## src/hw/raster_pkg.sv

```systemverilog
package raster_pkg;

    // ==================================================
    // Datapath widths
    // ==================================================
    localparam int vert_w   = 16;   // Vertex value
    localparam int chan_w   = 8;    // Color channel
    localparam int delta_w  = 17;   // Vertex delta, signed
    localparam int coef_w   = 11;   // Edge A/B coefficient, signed
    localparam int raw_w    = 29;   // Sum of two delta x coefficient products
    localparam int inv_w    = 16;   // Reciprocal area, UQ0.16
    localparam int shift_w  = 4;    // Area shift count
    localparam int scaled_w = 45;   // Raw sum x reciprocal area
    localparam int coord_w  = 10;   // Screen coordinate
    localparam int offs_w   = 11;   // Bbox offset from vertex 0, signed
    localparam int frac_w   = 16;   // Fraction bits of 16.16 results
    localparam int out_w    = 32;   // Result word
    localparam int kind_w   = 2;    // Attribute kind code

    // Packed request beat between skid buffer stages
    localparam int req_beat_w = kind_w + 2 * delta_w + vert_w + 4 * coef_w
                              + inv_w + shift_w + 2 * offs_w;

    // ==================================================
    // Attribute kinds
    // ==================================================
    localparam logic [kind_w-1:0] kind_color    = 2'd0;  // 8-bit unsigned channel
    localparam logic [kind_w-1:0] kind_unsigned = 2'd1;  // Depth or Q
    localparam logic [kind_w-1:0] kind_signed   = 2'd2;  // Texture coordinate

    // Vertex word as seen by the decoder
    // chan[1] is padding, chan[0] holds the color value
    typedef union packed {
        logic [vert_w-1:0]            wide;  // Depth, Q or texture coordinate
        logic [1:0][chan_w-1:0]       chan;  // Color channel in the low byte
    } vert_word_u;

endpackage

```

## src/hw/raster_if.sv

```systemverilog
`timescale 1ns/1ps
`default_nettype none


// Finished derivative triple, pipeline to output queue
interface deriv_res_if
    import raster_pkg::*;
();
    logic                        valid;
    logic                        ready;
    logic [kind_w-1:0]           kind;
    logic signed [out_w-1:0]     dx;        // 16.16
    logic signed [out_w-1:0]     dy;        // 16.16
    logic signed [out_w-1:0]     init;      // Value at bbox origin

    modport source (
        output valid, kind, dx, dy, init,
        input  ready
    );

    modport sink (
        input  valid, kind, dx, dy, init,
        output ready
    );
endinterface

`default_nettype wire

```

## src/hw/result_egress.sv

```systemverilog
`timescale 1ns/1ps
`default_nettype none

module result_egress
    import raster_pkg::*;
(
    input  logic                     clk,
    input  logic                     reset,
    deriv_res_if.sink                res,
    output logic                     out_valid,
    input  logic                     out_ready,
    output logic [kind_w-1:0]        out_kind,
    output logic signed [out_w-1:0]  out_dx,
    output logic signed [out_w-1:0]  out_dy,
    output logic signed [out_w-1:0]  out_init
);

    // Two-slot storage, no reset on payload
    logic [kind_w-1:0]        q_kind [2];
    logic signed [out_w-1:0]  q_dx   [2];
    logic signed [out_w-1:0]  q_dy   [2];
    logic signed [out_w-1:0]  q_init [2];

    logic        wr_ptr, rd_ptr;    // One bit each for two entries
    logic [1:0]  count;             // 0 to 2
    logic        push, pop;

    // ==================================================
    // Queue control
    // ==================================================
    assign res.ready = (count != 2'd2);     // Room for one more
    assign out_valid = (count != 2'd0);
    assign push      = res.valid & res.ready;
    assign pop       = out_valid & out_ready;

    always_ff @(posedge clk) begin
        if (reset) begin
            wr_ptr <= 1'b0;
            rd_ptr <= 1'b0;
            count  <= 2'd0;
        end else begin
            if (push)
                wr_ptr <= ~wr_ptr;
            if (pop)
                rd_ptr <= ~rd_ptr;
            count <= count + {1'b0, push} - {1'b0, pop};    // Net occupancy change
        end
    end

    always_ff @(posedge clk) begin
        if (push) begin
            q_kind[wr_ptr] <= res.kind;
            q_dx[wr_ptr]   <= res.dx;
            q_dy[wr_ptr]   <= res.dy;
            q_init[wr_ptr] <= res.init;
        end
    end

    // Head of queue
    assign out_kind = q_kind[rd_ptr];
    assign out_dx   = q_dx[rd_ptr];
    assign out_dy   = q_dy[rd_ptr];
    assign out_init = q_init[rd_ptr];

endmodule

`default_nettype wire

```

## src/flat_wrapper.sv

```systemverilog
// flat-port wrapper written by rule: the top's interface ports become plain ports
module result_egress_flat import raster_pkg::*;
  (clk, reset, out_valid, out_ready, out_kind, out_dx, out_dy, out_init, res_valid, res_kind, res_dx, res_dy, res_init, res_ready);
  deriv_res_if res_i ();
  input  logic clk;
  input  logic reset;
  output logic out_valid;
  input  logic out_ready;
  output logic [kind_w-1:0] out_kind;
  output logic signed [out_w-1:0] out_dx;
  output logic signed [out_w-1:0] out_dy;
  output logic signed [out_w-1:0] out_init;
  input wire logic [$bits(res_i.valid)-1:0] res_valid;
  input wire logic [$bits(res_i.kind)-1:0] res_kind;
  input wire logic [$bits(res_i.dx)-1:0] res_dx;
  input wire logic [$bits(res_i.dy)-1:0] res_dy;
  input wire logic [$bits(res_i.init)-1:0] res_init;
  output wire logic [$bits(res_i.ready)-1:0] res_ready;
  assign res_i.valid = res_valid;
  assign res_i.kind = res_kind;
  assign res_i.dx = res_dx;
  assign res_i.dy = res_dy;
  assign res_i.init = res_init;
  assign res_ready = res_i.ready;
  result_egress u_core (.clk(clk), .reset(reset), .res(res_i), .out_valid(out_valid), .out_ready(out_ready), .out_kind(out_kind), .out_dx(out_dx), .out_dy(out_dy), .out_init(out_init));
endmodule
```

## config.mk

```make
export PLATFORM = sky130hd
export DESIGN_NAME = result_egress_flat
export DESIGN_NICKNAME = d
export VERILOG_FILES = /design/src/hw/raster_pkg.sv /design/src/hw/raster_if.sv /design/src/hw/result_egress.sv /design/src/flat_wrapper.sv
export SDC_FILE = /design/constraint.sdc
export NUM_CORES = 1
export LEC_CHECK = 0
export ABC_AREA = 1
export BUFFER_PORTS_ARGS = -buffer_cell sky130_fd_sc_hd__buf_2
export CELL_PAD_IN_SITES_DETAIL_PLACEMENT = 1
export CELL_PAD_IN_SITES_GLOBAL_PLACEMENT = 1
export CORE_ASPECT_RATIO = 0.75
export CORE_MARGIN = 3
export CORE_UTILIZATION = 44
export DETAILED_ROUTE_END_ITERATION = 8
export GPL_TIMING_DRIVEN = 0
export PLACE_DENSITY = 0.86
export SLEW_MARGIN = 20
export SYNTH_ARGS = -nofsm -noshare
export SYNTH_HDL_FRONTEND = slang
export SYNTH_SLANG_ARGS = --single-unit
```

## constraint.sdc

```tcl
create_clock -name clk -period 7 [get_ports clk]
set_input_delay 1.4 -clock clk [delete_from_list [all_inputs] [get_ports clk]]
set_output_delay 1.4 -clock clk [all_outputs]
set_load 0.01 [all_outputs]
```

* After elaboration in Yosys (flattened, before gate mapping)
Memory sizes are Yosys's and may differ from the RTL's. A register that Yosys moved wholly into a read port is not among the register bits.
Cells that the tools add are included.
** Cells by class
- $add $sub $neg :: 2
- Equal/unequal tests :: 1
- Multiplexer cells :: 10
- Bitwise operators :: 4
- Reduce and logical (&&, ||, !) cells :: 1
** Operator list (number)
- two-way mux 1 bit :: 10
- adder 2 x 1 -> 2 bit :: 1
- bitwise AND 1 bit :: 2
- inequality test 2 bit, second input constant :: 1
- NOT 1 bit :: 2
- nonzero test 2 bit :: 1
- subtractor 2 x 1 -> 2 bit :: 1
** Storage, ports and cells
- Flip-flop bits (word level) :: 4
- Bits in writable memories :: 196
- Input port bits :: 102
- Output and inout bits :: 100
- Logic and storage cells :: 25
- Memories kept :: 4
** Memories
- u_core.q_dx :: words 2, bits a word 32, read ports 1, clocked after memory_dff 1, write ports 1, RTL line result_egress.sv:20 : logic signed [out_w-1:0] q_dx [2];
- u_core.q_dy :: words 2, bits a word 32, read ports 1, clocked after memory_dff 1, write ports 1, RTL line result_egress.sv:21 : logic signed [out_w-1:0] q_dy [2];
- u_core.q_init :: words 2, bits a word 32, read ports 1, clocked after memory_dff 1, write ports 1, RTL line result_egress.sv:22 : logic signed [out_w-1:0] q_init [2];
- u_core.q_kind :: words 2, bits a word 2, read ports 1, clocked after memory_dff 1, write ports 1, RTL line result_egress.sv:19 : logic [kind_w-1:0] q_kind [2];

* Logic depth before layout (Yosys ltp)
- Word-level depth :: 4
- Depth in mapped cells :: 10
- Depth with buffers taken out :: 10

* Worst setup path after synthesis
OpenSTA, ideal clock, no wires.
- Path kind :: in2reg
- Start :: in res_valid
- End :: mem u_core.q_dx[0][0] (enable)
- Library setup time :: 555 ps
- Arrival :: 5547 ps
- Data required time :: 6445 ps
- Path slack :: 897 ps
- Cell stages on the path :: 2
- Path buffers :: 0
- Cell sequence :: nand2_1 > nor2_1
** Between the ends
- Cells in the longest elaborated chain, start to end :: 3
** Ends and longest elaborated chain
- start: declaration :: RTL line flat_wrapper.sv:13 : input wire logic [$bits(res_i.valid)-1:0] res_valid;
- bitwise AND 1 bit :: RTL line result_egress.sv:33 : assign push = res.valid & res.ready;
- two-way mux 1 bit :: RTL line result_egress.sv:51 : if (push) begin
- two-way mux 1 bit (not written as such) :: RTL line result_egress.sv:53 : q_dx[wr_ptr] <= res.dx;
- end: declaration :: RTL line result_egress.sv:20
Every way passes these cells.

==> impl_metrics.tcl <==
set metrics [dict create \
    slowest_delay_ns 0.33 \
    fin_skew_ns 0.00821 \
    cp_max_fo 10 \
    swShare_pct 27.0 \
    numPortBuffers 201 \
    drt_pass1_iterations 4 \
    setup_violations 0 \
    cap_violations 0 \
    fillers 1520 \
    num_rows 40 \
    die_height_um 118 \
    cts_tree "built" \
    max_freq_mhz 314 \
    critPathKind "register to output port" \
    wl_per_cell_um 20.0 \
    cts_buffers 20 \
    antenna_found_initial 0 \
    die-area_um2 18400 \
    path_clk_slew_ns 0.06 \
    rrSetupSlack_ns 4.88 \
    syn_area_um2 7400 \
    finalCriticalPeriod_ns 3.19 \
    final_nets 676 \
    r2r_end "u_core.q_dx[0][18]" \
    hold_violations 0 \
    synth_cell_type_count 12 \
    placedInstanceArea_um2 8810 \
    rsz0062_at_grt "false" \
    worst_ep_arrival_time_ns 1.79 \
    cp.required_ns 5.60 \
    drc 0 \
    cts_max_level 1 \
    overflow 0 \
    hp-start "u_core.rd_ptr" \
    relSlewSlack_pct 59.9 \
    synth_warnings 0 \
    hold_class "register to register" \
    postCtsHoldBufs 0 \
    p_leak_uw 0.00363 \
    grt_pass1_wl_um 25000 \
    clkPwrFrac_pct 29.0 \
    status "finished, final reports clean" \
    p_sw_uw 932 \
    wl_um 15900 \
    hold_slack_ns 0.531 \
    netlist_instances 344 \
    crit_buf_inv 4 \
    crit_chain "buf_6 > buf_6 > buf_6 > mux2_4 > buf_2" \
    drv_slew 0 \
    clk_latency_ns 0.48 \
    tightest_slew_ns 0.600 \
    reg2reg_from "u_core.count[0]" \
    cp-end-kind "output port" \
    post-route-period-util_pct 45.5 \
    synthToLayoutAreaGrowth_pct 27.5 \
    ys_seq_area_share_pct 80.9 \
    powerDensity_nw_per_um2 367 \
    pwr-share-seq_pct 45.9 \
    first_global_vias 4531 \
    critical-path-top-delay-family "buffers and inverters" \
    p_int_uw 2530 \
    num_antenna_cells 0 \
    via_per_inst 4.87 \
    combinationalPowerShare_pct 25.2 \
    grt.total_usage_pct 17.3 \
    clockBufferDepth 3 \
    ir_drop_mv 0.223 \
    drt_iter0_drc 164 \
    gp_congestion 0.726 \
    crit_top_cell "buf_6" \
    synth_seq_cells 201 \
    grt_start_max_net_pins 63 \
    whs_path_depth 2 \
    setup.worst_path.start_class "register" \
    synth_nets 448 \
    vias 3880 \
    worst_r2r_path_depth 7 \
    clock_sinks 201 \
    synth.avg_cell_area_um2 21.5 \
    cts-root-buf "clkbuf_16" \
    holdPathEnd "u_core.rd_ptr" \
    core_um2 16200 \
    ant_nets 0 \
    die_w_um 156 \
    dp_hpwl_um 11300 \
    cp_slowest_cell "dfxtp_1" \
    post_cts_buffers 0 \
    start_util_pct 45.6 \
    final_cell_area_um2 9430 \
    drive_gt1_share_pct 58.9 \
    ctsResizeCount 0 \
    fin_util_pct 58.2 \
    pin_count 202 \
]
[worst register-to-register path: stages, from the launching register on]
cell and delay, ns:
dfxtp_1 0.33, inv_1 0.07, nand2_1 0.13, nand2_1 0.14
nor2_4 0.49, buf_16 0.25, buf_16 0.19, buf_16 0.20
[layout make-up]
class	count	area, µm²	area share, %
Tap cell	210	263	2.79
Inverter	10	42.5	0.451
Clock buffer	22	529	5.61
Clock inverter	14	86.3	0.915
Sequential cell	201	5990	63.5
Timing Repair Buffer	206	1140	12.1
Multi-Input combinational cell	122	1300	13.8
Buffer	11	80.1	0.849
[kinds of logic (layout without fill, tap and decap cells)]
logic type,Yosys count,count (layout),share of synthesized area [%]
DFF,201,201,80.9
muxes,98,98,15.9
buffers and inverters,21,263,1.59
and+or+nand+nor,20,20,1.07
adders and majority gates,2,2,0.338
AOI/OAI and AO/OA,2,2,0.135
[power by group through the flow]
stage,sequential [µW],combinational [µW],clock (µW)
6_report,1590,870,1000
5_1_grt,1600,946,1080
4_1_cts,1590,893,1030
3_5_place_dp,1610,885,0
3_3_place_gp,1640,801,0
2_1_floorplan,1620,514,0
[routing by layer]
metal / routed length, µm / up-vias / global-route usage (%)
met1: 6250 / 1905 / 20.7
met3: 1110 / 32 / 5.05
met4: 380 / 0 / 4.43
met5: 0 / - / 0
met2: 8200 / 145 / 30.5
li1: - / 1798 / -
[cell usage in the layout (no fill, tap or decap), types with 6 or more instances in the layout]
cell	netlist	final
buf_2	7	208
edfxtp_1	196	196
mux2_2	78	78
clkbuf_16	0	21
mux2_4	20	20
inv_1	10	9
nand2_1	8	8
nor2_1	9	8
clkinv_1	0	7
clkinv_2	0	6
[flip-flops by register name (all words and copies together), names as in the netlist, named ones only]
| register | cells |
|---|---|
| u_core.rd_ptr | 1 |
| u_core.wr_ptr | 1 |
| u_core.count | 2 |
| u_core.q_dy | 64 |
| u_core.q_init | 64 |
| u_core.q_kind | 4 |
| u_core.q_dx | 64 |
[synth_stat cells (all sizes together)]
cell type,instances,area share [%]
inv,10,0.51
buf,11,1.1
dfxtp,5,1.4
nand2,8,0.41
nor2,9,0.46
edfxtp,196,80
nand3,3,0.20
ha,2,0.34
mux2,98,16
a21oi,2,0.14
[through the flow]
step | worst slack, ns | setup TNS [ns] | std cells | power, µW
final | 3.81 | 0 | 796 | 3460
after detailed placement | 3.90 | 0 | 760 | 2500
after global placement | -1.30 | -126.56 | 755 | 2440
after floorplan | 0.897 | 0 | 344 | 2130
after CTS | 3.76 | 0 | 796 | 3510
after global routing | 3.73 | 0 | 796 | 3630
[worst max path at each step]
| stage | startpoint | to | slack (ns) | depth (start not counted) |
|---|---|---|---|---|
| after floorplan | res_valid | u_core.q_dx[0][0] | 0.90 | 2 |
| after global placement | res_valid | u_core.q_kind[0][0] | -1.30 | 3 |
| after detailed placement | res_valid | u_core.q_dx[0][18] | 3.90 | 6 |
| after CTS | register | out_dx[16] | 3.76 | 5 |
| after global routing | register | out_dx[16] | 3.73 | 5 |
| final | register | out_dx[12] | 3.81 | 5 |
Note: power is estimated with default switching activity, not from simulation.
