[config.mk]
export PLATFORM = sky130hd
export DESIGN_NAME = attr_ingress_flat
export DESIGN_NICKNAME = d
export VERILOG_FILES = /design/src/hw/raster_pkg.sv /design/src/hw/raster_if.sv /design/src/hw/attr_ingress.sv /design/src/flat_wrapper.sv
export SDC_FILE = /design/constraint.sdc
export NUM_CORES = 1
export LEC_CHECK = 0
export ABC_AREA = 1
export CAP_MARGIN = 10
export CORE_MARGIN = 3
export CORE_UTILIZATION = 35
export CTS_CLUSTER_SIZE = 16
export DETAILED_ROUTE_END_ITERATION = 16
export DONT_BUFFER_PORTS = 1
export SLEW_MARGIN = 20
export SYNTH_ARGS = -nofsm -noshare
export SYNTH_HDL_FRONTEND = slang
export SYNTH_SLANG_ARGS = --single-unit
export TNS_END_PERCENT = 1
[constraint.sdc]
create_clock -name clk -period 21.4 [get_ports clk]
set_input_delay 2.14 -clock clk [delete_from_list [all_inputs] [get_ports clk]]
set_output_delay 2.14 -clock clk [all_outputs]
set_load 0.01 [all_outputs]
[src/hw/raster_pkg.sv]
package raster_pkg;

    // ==================================================
    // Datapath widths
    // ==================================================
    localparam int vert_w   = 16;   // Vertex value
    localparam int chan_w   = 8;    // Color channel
    localparam int delta_w  = 17;   // Vertex delta, signed
    localparam int coef_w   = 11;   // Edge A/B coefficient, signed
    localparam int raw_w    = 29;   // Sum of two delta x coefficient products
    localparam int inv_w    = 16;   // Reciprocal area, UQ0.16
    localparam int shift_w  = 4;    // Area shift count
    localparam int scaled_w = 45;   // Raw sum x reciprocal area
    localparam int coord_w  = 10;   // Screen coordinate
    localparam int offs_w   = 11;   // Bbox offset from vertex 0, signed
    localparam int frac_w   = 16;   // Fraction bits of 16.16 results
    localparam int out_w    = 32;   // Result word
    localparam int kind_w   = 2;    // Attribute kind code

    // Packed request beat between skid buffer stages
    localparam int req_beat_w = kind_w + 2 * delta_w + vert_w + 4 * coef_w
                              + inv_w + shift_w + 2 * offs_w;

    // ==================================================
    // Attribute kinds
    // ==================================================
    localparam logic [kind_w-1:0] kind_color    = 2'd0;  // 8-bit unsigned channel
    localparam logic [kind_w-1:0] kind_unsigned = 2'd1;  // Depth or Q
    localparam logic [kind_w-1:0] kind_signed   = 2'd2;  // Texture coordinate

    // Vertex word as seen by the decoder
    // chan[1] is padding, chan[0] holds the color value
    typedef union packed {
        logic [vert_w-1:0]            wide;  // Depth, Q or texture coordinate
        logic [1:0][chan_w-1:0]       chan;  // Color channel in the low byte
    } vert_word_u;

endpackage

[src/hw/raster_if.sv]
`timescale 1ns/1ps
`default_nettype none

// Decoded attribute request, ingress to pipeline
interface deriv_req_if
    import raster_pkg::*;
();
    logic                        valid;
    logic                        ready;
    logic [kind_w-1:0]           kind;
    logic signed [delta_w-1:0]   d10;       // v1 - v0
    logic signed [delta_w-1:0]   d20;       // v2 - v0
    logic [vert_w-1:0]           base;      // Vertex 0 value, decoded
    logic signed [coef_w-1:0]    e1a;
    logic signed [coef_w-1:0]    e1b;
    logic signed [coef_w-1:0]    e2a;
    logic signed [coef_w-1:0]    e2b;
    logic [inv_w-1:0]            inv_area;
    logic [shift_w-1:0]          shift;
    logic signed [offs_w-1:0]    sx;        // Bbox origin minus x0
    logic signed [offs_w-1:0]    sy;        // Bbox origin minus y0

    modport source (
        output valid, kind, d10, d20, base, e1a, e1b, e2a, e2b, inv_area, shift, sx, sy,
        input  ready
    );

    modport sink (
        input  valid, kind, d10, d20, base, e1a, e1b, e2a, e2b, inv_area, shift, sx, sy,
        output ready
    );
endinterface


`default_nettype wire

[src/hw/attr_ingress.sv]
`timescale 1ns/1ps
`default_nettype none

module attr_ingress
    import raster_pkg::*;
(
    input  logic                       clk,
    input  logic                       reset,
    input  logic                       in_valid,
    output logic                       in_ready,
    input  logic [kind_w-1:0]          in_kind,
    input  logic [vert_w-1:0]          in_v0,
    input  logic [vert_w-1:0]          in_v1,
    input  logic [vert_w-1:0]          in_v2,
    input  logic signed [coef_w-1:0]   edge1_a,
    input  logic signed [coef_w-1:0]   edge1_b,
    input  logic signed [coef_w-1:0]   edge2_a,
    input  logic signed [coef_w-1:0]   edge2_b,
    input  logic [inv_w-1:0]           inv_area,
    input  logic [shift_w-1:0]         area_shift,
    input  logic [coord_w-1:0]         bbox_min_x,
    input  logic [coord_w-1:0]         bbox_min_y,
    input  logic [coord_w-1:0]         x0,
    input  logic [coord_w-1:0]         y0,
    deriv_req_if.source                req
);

    // Extend one vertex word to a signed delta operand
    function automatic logic signed [delta_w-1:0] widen(input logic [kind_w-1:0] k,
                                                        input vert_word_u w);
        logic signed [delta_w-1:0] r;
        case (k)
            kind_color:  r = {{(delta_w - chan_w){1'b0}}, w.chan[0]};  // Zero extend byte
            kind_signed: r = {w.wide[vert_w-1], w.wide};               // Sign extend
            default:     r = {1'b0, w.wide};                           // Depth or Q
        endcase
        return r;
    endfunction

    vert_word_u                  w0, w1, w2;
    logic signed [delta_w-1:0]   e0, e1, e2;       // Extended vertex values
    logic [vert_w-1:0]           base_c;
    logic signed [offs_w-1:0]    sx_c, sy_c;
    logic [req_beat_w-1:0]       dec_beat;         // Decoded input beat
    logic [req_beat_w-1:0]       main_beat, skid_beat;
    logic                        main_valid, skid_valid;
    logic                        in_fire, load_main;

    // ==================================================
    // Decode
    // ==================================================
    assign w0 = in_v0;
    assign w1 = in_v1;
    assign w2 = in_v2;
    assign e0 = widen(in_kind, w0);
    assign e1 = widen(in_kind, w1);
    assign e2 = widen(in_kind, w2);

    // Base keeps only the channel byte for colors
    assign base_c = (in_kind == kind_color) ? {{(vert_w - chan_w){1'b0}}, w0.chan[0]} : w0.wide;

    // Bbox origin relative to vertex 0
    assign sx_c = $signed({1'b0, bbox_min_x}) - $signed({1'b0, x0});
    assign sy_c = $signed({1'b0, bbox_min_y}) - $signed({1'b0, y0});

    assign dec_beat = {in_kind, e1 - e0, e2 - e0, base_c, edge1_a, edge1_b, edge2_a, edge2_b,
                       inv_area, area_shift, sx_c, sy_c};

    // ==================================================
    // Two-entry skid buffer
    // ==================================================
    assign in_ready  = ~skid_valid;                 // Straight from a flop
    assign in_fire   = in_valid & in_ready;
    assign load_main = ~main_valid | req.ready;     // Main slot free or draining

    always_ff @(posedge clk) begin
        if (reset) begin
            main_valid <= 1'b0;
            skid_valid <= 1'b0;
        end else if (load_main) begin
            main_valid <= skid_valid | in_fire;     // Skid drains first
            skid_valid <= 1'b0;
        end else if (in_fire) begin
            skid_valid <= 1'b1;                     // Park beat while stalled
        end
    end

    always_ff @(posedge clk) begin
        if (load_main)
            main_beat <= skid_valid ? skid_beat : dec_beat;
        if (~load_main & in_fire)
            skid_beat <= dec_beat;
    end

    assign req.valid = main_valid;
    assign {req.kind, req.d10, req.d20, req.base, req.e1a, req.e1b, req.e2a, req.e2b,
            req.inv_area, req.shift, req.sx, req.sy} = main_beat;

endmodule

`default_nettype wire

[src/flat_wrapper.sv]
// flat-port wrapper written by rule: the top's interface ports become plain ports
module attr_ingress_flat import raster_pkg::*;
  (clk, reset, in_valid, in_ready, in_kind, in_v0, in_v1, in_v2, edge1_a, edge1_b, edge2_a, edge2_b, inv_area, area_shift, bbox_min_x, bbox_min_y, x0, y0, req_valid, req_kind, req_d10, req_d20, req_base, req_e1a, req_e1b, req_e2a, req_e2b, req_inv_area, req_shift, req_sx, req_sy, req_ready);
  deriv_req_if req_i ();
  input  logic clk;
  input  logic reset;
  input  logic in_valid;
  output logic in_ready;
  input  logic [kind_w-1:0] in_kind;
  input  logic [vert_w-1:0] in_v0;
  input  logic [vert_w-1:0] in_v1;
  input  logic [vert_w-1:0] in_v2;
  input  logic signed [coef_w-1:0] edge1_a;
  input  logic signed [coef_w-1:0] edge1_b;
  input  logic signed [coef_w-1:0] edge2_a;
  input  logic signed [coef_w-1:0] edge2_b;
  input  logic [inv_w-1:0] inv_area;
  input  logic [shift_w-1:0] area_shift;
  input  logic [coord_w-1:0] bbox_min_x;
  input  logic [coord_w-1:0] bbox_min_y;
  input  logic [coord_w-1:0] x0;
  input  logic [coord_w-1:0] y0;
  output wire logic [$bits(req_i.valid)-1:0] req_valid;
  output wire logic [$bits(req_i.kind)-1:0] req_kind;
  output wire logic [$bits(req_i.d10)-1:0] req_d10;
  output wire logic [$bits(req_i.d20)-1:0] req_d20;
  output wire logic [$bits(req_i.base)-1:0] req_base;
  output wire logic [$bits(req_i.e1a)-1:0] req_e1a;
  output wire logic [$bits(req_i.e1b)-1:0] req_e1b;
  output wire logic [$bits(req_i.e2a)-1:0] req_e2a;
  output wire logic [$bits(req_i.e2b)-1:0] req_e2b;
  output wire logic [$bits(req_i.inv_area)-1:0] req_inv_area;
  output wire logic [$bits(req_i.shift)-1:0] req_shift;
  output wire logic [$bits(req_i.sx)-1:0] req_sx;
  output wire logic [$bits(req_i.sy)-1:0] req_sy;
  input wire logic [$bits(req_i.ready)-1:0] req_ready;
  assign req_valid = req_i.valid;
  assign req_kind = req_i.kind;
  assign req_d10 = req_i.d10;
  assign req_d20 = req_i.d20;
  assign req_base = req_i.base;
  assign req_e1a = req_i.e1a;
  assign req_e1b = req_i.e1b;
  assign req_e2a = req_i.e2a;
  assign req_e2b = req_i.e2b;
  assign req_inv_area = req_i.inv_area;
  assign req_shift = req_i.shift;
  assign req_sx = req_i.sx;
  assign req_sy = req_i.sy;
  assign req_i.ready = req_ready;
  attr_ingress u_core (.clk(clk), .reset(reset), .in_valid(in_valid), .in_ready(in_ready), .in_kind(in_kind), .in_v0(in_v0), .in_v1(in_v1), .in_v2(in_v2), .edge1_a(edge1_a), .edge1_b(edge1_b), .edge2_a(edge2_a), .edge2_b(edge2_b), .inv_area(inv_area), .area_shift(area_shift), .bbox_min_x(bbox_min_x), .bbox_min_y(bbox_min_y), .x0(x0), .y0(y0), .req(req_i));
endmodule
; ---- Yosys cells after proc, flatten, opt, wreduce, memory -nomap -nowiden
; Cells that the tools add are included.
[totals]
register_bits = 278
inputBits = 158
out_inout_bits = 140
elab_cells = 23
[op_classes]
add_sub_neg = 4
eq_ne = 1
muxes = 5
bitwise = 7
n_reduce_logical = 2
[op_table]
columns = op, n
row1 = $mux W138, 1
row2 = $pmux W17 S2, 3
row3 = $sub A17 B17 Y17, 2
row4 = $sub A10 B10 Y11, 2
row5 = $mux W16, 1
row6 = $not A1 Y1, 3
row7 = $and A1 B1 Y1, 2
row8 = $eq A2 B2 Y1 const B, 1
row9 = $logic_not A2 Y1, 1
row10 = $or A1 B1 Y1, 2
row11 = $reduce_or A2 Y1, 1

; ---- Longest topological paths before layout
; Gate-level depths: netlist of the first run.
[logic_depth]
ltp_word = 4
depth_mapped = 16
ltp_nobuf = 15

; ---- Least setup slack after synthesis of the first run
; No wires, ideal clock.
[synth_timing]
kind = input port to flip-flop
startpoint = input req_ready
endpoint = register u_core.skid_beat[0], enable pin
setup_ns = 1.322
arrival_time_ns = 11.207
required_ns = 20.078
path_slack_ns = 8.870
cell_stages = 3
path_buffers = 0
path_cell_list = inv_1 nand2_1 nor2_1
[synth_via]
elab_chain_len = 3
[synth_lines]
columns = element, line
row1 = from (decl), flat_wrapper.sv:36  ; input wire logic [$bits(req_i.ready)-1:0] req_ready;
row2 = $or A1 B1 Y1, attr_ingress.sv:74  ; assign load_main = ~main_valid | req.ready;
row3 = $not A1 Y1, attr_ingress.sv:91  ; if (~load_main & in_fire)
row4 = $and A1 B1 Y1, attr_ingress.sv:91
row5 = to (signal assigned), attr_ingress.sv:92  ; skid_beat <= dec_beat;
row6 = to (decl), attr_ingress.sv:45  ; logic [req_beat_w-1:0] main_beat, skid_beat;
; Every way passes these cells.
; A chain may end at the register's enable or synchronous reset.

; ---- Worst setup path after layout of the first run
[layout_timing]
startpoint = register u_core.skid_valid
endpoint = output in_ready
[layout_via]
elab_chain_len = 1
[layout_lines]
columns = element, line
row1 = from (decl), attr_ingress.sv:46  ; logic main_valid, skid_valid;
row2 = from (signal assigned), attr_ingress.sv:79  ; skid_valid <= 1'b0;
row3 = from (signal assigned), attr_ingress.sv:82  ; skid_valid <= 1'b0;
row4 = from (signal assigned), attr_ingress.sv:84  ; skid_valid <= 1'b1;
row5 = $not A1 Y1, attr_ingress.sv:72  ; assign in_ready = ~skid_valid;
row6 = to (decl), flat_wrapper.sv:8  ; output logic in_ready;
; Every way passes these cells.

==> results of run 1 <==
==> cells by family (layout without fill, tap and decap cells) <==
logic type / Yosys count / in the layout / synth area share, %
DFF: 278 / 278 / 63.7
other: 0 / 1 / 0
adders and majority gates: 52 / 52 / 5.21
xor gates and xnor gates: 36 / 36 / 2.64
buffers and inverters: 157 / 187 / 4.62
and+or+nand+nor: 615 / 615 / 19.3
AOI/OAI and AO/OA: 103 / 103 / 4.52
==> state kept, by name (all words and copies together) (netlist names) <==
name,count
u_core.main_beat,138
u_core.skid_beat,138
u_core.req.valid,1
u_core.skid_valid,1
==> worst paths after layout <==
check,from,end,slack (ns)
setup / recovery,u_core.skid_valid,in_ready,16.73
hold reg to reg,u_core.skid_beat[79],u_core.main_beat[79],0.51
hold / removal,u_core.skid_beat[79],u_core.main_beat[79],0.51
setup reg to reg,u_core.skid_valid,u_core.skid_beat[133],17.60
==> layer usage <==
metal / vias up / part of all wire [%] / GRT usage (%)
li1: 4144 / - / -
met1: 3818 / 41 / 18.8
met2: 259 / 46 / 25.1
met3: 35 / 11 / 6.26
met4: 0 / 1.7 / 3.90
met5: - / 0 / 0
==> stage by stage <==
stage | total power [uW] | utilization [%] | std cells | cell area, sq um
2_1_floorplan | 812 | - | 1241 | 13100
3_3_place_gp | 854 | 37.0 | 1682 | 13600
3_5_place_dp | 857 | 37.0 | 1682 | 13600
4_1_cts | 1440 | 40.0 | 1739 | 14700
5_1_grt | 1480 | 40.0 | 1739 | 14700
6_report | 1410 | 40.0 | 1740 | 14700
==> report_power, final <==
group / internal, uW / switching [uW]
combinational: 48.8 / 90.5
clock: 350 / 220
sequential: 660 / 43.1
total: 1060 / 354
==> cells in the final DEF, fill, tap and decap left out, types with 20 or more instances in the layout <==
| master | instances |
|---|---|
| a21oi_1 | 35 |
| clkbuf_16 | 31 |
| edfxtp_1 | 276 |
| ha_1 | 48 |
| inv_1 | 120 |
| nand2_1 | 467 |
| nand3_1 | 51 |
| nor2_1 | 49 |
| o21ai_0 | 37 |
| xor2_1 | 20 |
==> worst max-delay path: cells and delay by family (launching register included) <==
kind     cells  cell delay, ns
flops        1            0.58
buf+inv      2            1.30
==> final cells by class <==
cell class                      instances  area [sq um]  area share (%)
Antenna cell                            1          2.50          0.0170
Clock buffer                           31           776            5.28
Clock inverter                         26           329            2.24
Inverter                              124           468            3.19
Multi-Input combinational cell        806          4150            28.3
Sequential cell                       278          8330            56.7
Tap cell                              468           586            3.99
Timing Repair Buffer                    6          45.0           0.307
==> key figures, run 1 <==
Run status
  • Status: completed

Floorplan
  • Die area: 39700 sq um
  • Die W: roughly 200 um
  • # rows: 70
  • Core area: roughly 37000 sq um
  • Die Y: roughly 200 um
  • Starting Density: 35.6%
  • Num ports: between 200 and 300

Clock network
  • TritonCTS clock tree: built
  • H-tree Lvls: 1
  • Clk Latency, worst-skew pair: 0.57 ns
  • Clk buf depth: 3
  • CTS sink count: ~280
  • Hold_buf cts: 0
  • Post-CTS Setup Repair Bufs: 0
  • Cts bufs inserted: 31
  • Root buf cell: clkbuf_16
  • CTS resizes: 0
  • Clock-pin slew on the worst setup and hold paths: about 0.060 ns

STA
  • Slew @ Worst Pin: around 1.1 ns
  • Final min period: between 4 and 5 ns
  • Worst slew margin: ~29%
  • FMAX: between 200 and 250 MHz
  • Setup total negative slack: 0 ns
  • Clock skew: approximately 0.020 ns
  • Slew Viols, Final: 0
  • Final setup fails: 0
  • Fin crit share: 21.8%
  • RSZ-0062 raised after global routing: false
  • Slack of the critical path: ~17 ns
  • Hold_ws: ~0.5 ns
  • Final Hold Fails: 0

Synthesis
  • Post-synthesis cell area: around 13000 sq um
  • Asr flop ratio synth: 0%
  • Seq/Total Area, Yosys: 63.7%
  • Most common cell in the netlist: nand2_1
  • Synth warn: 0
  • Post-synthesis register bit count: between 200 and 300
  • Synth Flop Type: edfxtp_1
  • Synth cell count leaders: nand2_1, edfxtp_1, inv_1
  • Avg Cell Area, Syn: around 11 sq um
  • Synth top area share: between 60% and 70%
  • Mapped Cells: between 1k and 1.5k
  • Cell taking the most area after synthesis: edfxtp_1
  • Post-synth EDFFs: between 200 and 300
  • Post-synth cell types: 36
  • Synthesized net count: between 1k and 1.5k
  • Area contributors post-synth: edfxtp_1, nand2_1, ha_1, inv_1, nand3_1

Critical path
  • Startpoint Class: flip-flop
  • R2R depth: 5
  • Crit path arrival time: 2.53 ns
  • Critical-path top delay cell: inv_4
  • Setup CP Type: reg2out
  • Worst setup EP type: output pin
  • Crit-path cells: inv_4 -> buf_4
  • Crit-path max cell delay: approximately 0.70 ns
  • CP max FO: between 70 and 80
  • Data required time of the worst path: a little under 20 ns

Placement
  • DP Worst Slack: between 15 and 20 ns
  • PortBufs: 0
  • Final GP Congestion: approximately 0.86
  • Detailed placer's ending HPWL: roughly 22000 um

Hold path
  • Hold WC Path Type: reg2reg
  • Hold depth: 2

Global routing
  • Pin count of the biggest net entering global routing: 90
  • First-pass GRT wire length: roughly 47000 um
  • Total track usage: approximately 15%
  • Initial antenna violation count: 0
  • Total gr overflow: 0
  • Vias in the first global route: between 8k and 9k

Detailed routing
  • Via density per instance: 4.74
  • DRC Markers: 0
  • Total Wirelength: slightly above 30000 um
  • Drt pass-1 iters: 5
  • Via count: 8256
  • Initial DRC count: between 200 and 300
  • DRT antenna net count: 0
  • WL/cell: ~18 um

Power
  • Pwr dens: 96.2 nW/um^2
  • Static Leak: just over 0.006 uW
  • Worst vdd ir: 0.0583 mV

Final layout
  • Synth-to-layout area growth: 12.4%
  • Nets: between 1k and 1.5k
  • Filler cells: roughly 3.5k
  • Fraction of layout cells with a size suffix above 1: approximately 7.6%

Job
  • Max-cap violations: 0
Power figures use the tool's default switching activity.
==> inputs of run 2 (changes only) <==
- clock period: 21.4 -> 4.9 ns (I/O delays scaled with it)
==> run 2 against run 1 <==
- flip-flop and latch count is the same
- clock skew shrank 0.0075 ns
- largest power group unchanged
- via count grew 4.8%
- design area grew 4.1%
- combinational power grew to 4.9 times the previous value
- routed wire length grew 4.3%
- power grew to 4.2 times the previous value
- count of clock-buffer cells in the layout grew 7
- global-route usage grew 0.80 points
- largest cell class unchanged
==> key figures, run 2 (synthesis gave the netlist of run 1 again) <==
Critical path
  • WP buf/inv: 1 (was 2)
  • Crit path arrival time: 2.59 ns (was 2.53 ns)
  • Largest delay contributor family on the critical path: simple AND/OR/NAND/NOR gates (was buffers and inverters)
  • Crit-path cells: nand2_8 -> nor2_4 -> buf_4 (was inv_4 -> buf_4)
  • RR Startpoint: u_core.req.valid (was u_core.skid_valid)
  • Worst setup EP type: flip-flop (was output pin)
  • Critical-path top delay cell: buf_4 (was inv_4)
  • FF-to-FF End: u_core.skid_beat[45] (was u_core.skid_beat[133])
  • Crit-path max cell delay: 0.66 ns (was 0.70 ns)
  • Worst R2R Setup Slack: 2.50 ns (was 17.60 ns)
  • Data required time of the worst path: 5.09 ns (was 19.26 ns)
  • R2R depth: 3 (was 5)
  • Startpoint Class: flip-flop (unchanged)
  • Setup CP Type: reg2reg (was reg2out)
  • CP max FO: 72 (was 79)

STA
  • Slew @ Worst Pin: 0.964 ns (was 1.06 ns)
  • Final setup fails: 0 (unchanged)
  • RSZ-0062 raised after global routing: false (unchanged)
  • FMAX: 416 MHz
  • Clock skew: 0.0125 ns (was 0.0199 ns)
  • Final min period: about 2.4 ns
  • Fin crit share: 49.1%
  • Setup total negative slack: 0 ns (unchanged)
  • Worst slew margin: 35.7% (was 29.2%)
  • Final Hold Fails: 0 (unchanged)
  • Slew Viols, Final: 0 (unchanged)

Final layout
  • Nets: 1533 (was 1457)
  • Synth-to-layout area growth: 17.0% (was 12.4%)
  • Layout Cells excl Fill: 1814 (was 1740)
  • Filler cells: 3454 (was 3515)
  • Fraction of layout cells with a size suffix above 1: 6.54% (was 7.55%)
  • # diodes: 0 (was 1)
  • Most common cell after layout, fill and taps aside: nand2_1 (unchanged)
  • Most frequent cells in the layout: nand2_1, edfxtp_1, inv_1, dlygate4sd3_1, nand3_1 (was nand2_1, edfxtp_1, inv_1, nand3_1, nor2_1)
  • Largest registers: u_core.main_beat: 138 flops, u_core.skid_beat: 138 flops (unchanged)

Placement
  • PortBufs: 0 (unchanged)
  • Final GP Congestion: 0.862 (was 0.863)
  • Detailed placer's ending HPWL: 21900 um (about the same)
  • Placed Cells: 1683 (was 1682)

Clock network
  • H-tree Lvls: 1 (unchanged)
  • TritonCTS clock tree: built (unchanged)
  • CTS sink count: 278 (unchanged)
  • Root buf cell: clkbuf_16 (unchanged)
  • Clk Latency, worst-skew pair: 0.57 ns (about the same)
  • Clk buf depth: 3 (unchanged)
  • Clock-pin slew on the worst setup and hold paths: 0.06 ns (about the same)
  • CTS resizes: 0 (unchanged)
  • Cts bufs inserted: 31 (unchanged)

Hold path
  • Hold_sp: edge1_a[0] (was u_core.skid_beat[79])
  • Hold WC Path Type: in2reg (was reg2reg)
  • Hold endpoint: u_core.main_beat[75] (was u_core.main_beat[79])
  • Hold depth: 2 (unchanged)

Global routing
  • First-pass GRT wire length: 49800 um (was 46900 um)
  • Vias in the first global route: 8763 (was 8067)
  • Initial antenna violation count: 1 (was 0)
  • Total track usage: 16.1% (was 15.3%)
  • Pin count of the biggest net entering global routing: 90 (unchanged)
  • Total gr overflow: 0 (unchanged)

Job
  • Max-cap violations: 0 (unchanged)

Power
  • Worst vdd ir: 0.264 mV (was 0.0583 mV)
  • Pwr dens: 386 nW/um^2 (was 96.2 nW/um^2)
  • Static Leak: 0.00642 uW (was 0.00619 uW)

Detailed routing
  • DRC Markers: 0 (unchanged)
  • Initial DRC count: 434 (was 279)
  • Via count: 8650 (was 8256)
  • WL/cell: 17.8 um (was 17.7 um)
  • Via density per instance: 4.77 (was 4.74)
  • Total Wirelength: 32200 um (was 30900 um)
  • Drt pass-1 iters: 5 (unchanged)
  • DRT antenna net count: 0 (unchanged)

Floorplan
  • Die W: 199 um (unchanged)
  • Die Y: 199 um (unchanged)
  • Die area: 39700 sq um (unchanged)
  • Num ports: 298 (unchanged)
  • Core area: 36700 sq um (unchanged)
  • # rows: 70 (unchanged)
  • Starting Density: 35.6% (unchanged)

Run status
  • Status: completed (unchanged)
-- run 2: worst max path at each step --
stage                       from                     to  slack [ns]  depth (start not counted)
3_5_place_dp          in_kind[1]  u_core.main_beat[135]        2.18                         12
3_3_place_gp          in_kind[1]  u_core.main_beat[114]        2.26                         12
2_1_floorplan          req_ready    u_core.skid_beat[0]        0.82                          3
5_1_grt        u_core.skid_valid      u_core.skid_valid        2.29                          4
6_report        u_core.req.valid   u_core.skid_beat[45]        2.50                          3
4_1_cts        u_core.skid_valid   u_core.main_beat[88]        2.38                          3
-- run 2: report_power, final --
part	total [uW]	switching (uW)	leakage (uW)	internal [uW]
logic	675	421	0.00326	254
clock network	2170	953	0.000451	1220
registers	3060	178	0.00270	2880
-- run 2: final cells by class --
| cell class | count | area (sq um) | area share [%] |
|---|---|---|---|
| clock buffer | 38 | 802 | 5.25 |
| clock inverter | 18 | 134 | 0.876 |
| inverter | 124 | 468 | 3.06 |
| multi-input combinational | 806 | 4160 | 27.2 |
| sequential | 278 | 8330 | 54.5 |
| tap | 468 | 586 | 3.83 |
| timing repair buffer | 82 | 803 | 5.25 |
-- run 2: stage by stage --
stage | total power (uW) | worst slack, ns | cell area (sq um) | utilization, % | hold WS, ns
floorplan | 3540 | 0.821 | 13100 | - | 0.494
global placement | 3730 | 2.26 | 13600 | 37.1 | 0.498
detailed placement | 3740 | 2.18 | 13600 | 37.1 | 0.501
CTS | 5990 | 2.38 | 15300 | 41.7 | 0.0654
global route | 6200 | 2.29 | 15300 | 41.7 | 0.0738
finish | 5910 | 2.50 | 15300 | 41.7 | 0.0981
-- run 2: routing by layer --
| layer | GRT usage [%] | vias to the layer above | part of all wire [%] |
|---|---|---|---|
| li1 | - | 4291 | - |
| met1 | 20.6 | 4022 | 42 |
| met2 | 25.9 | 281 | 46 |
| met3 | 5.53 | 56 | 9.8 |
| met4 | 4.87 | 0 | 2.7 |
| met5 | 0 | - | 0 |
-- run 2: timing repair --
action                                 in CTS  in global routing
endpoints found under the hold margin      76                  0
hold buffers                               75                  0
setup buffers                               0                  0
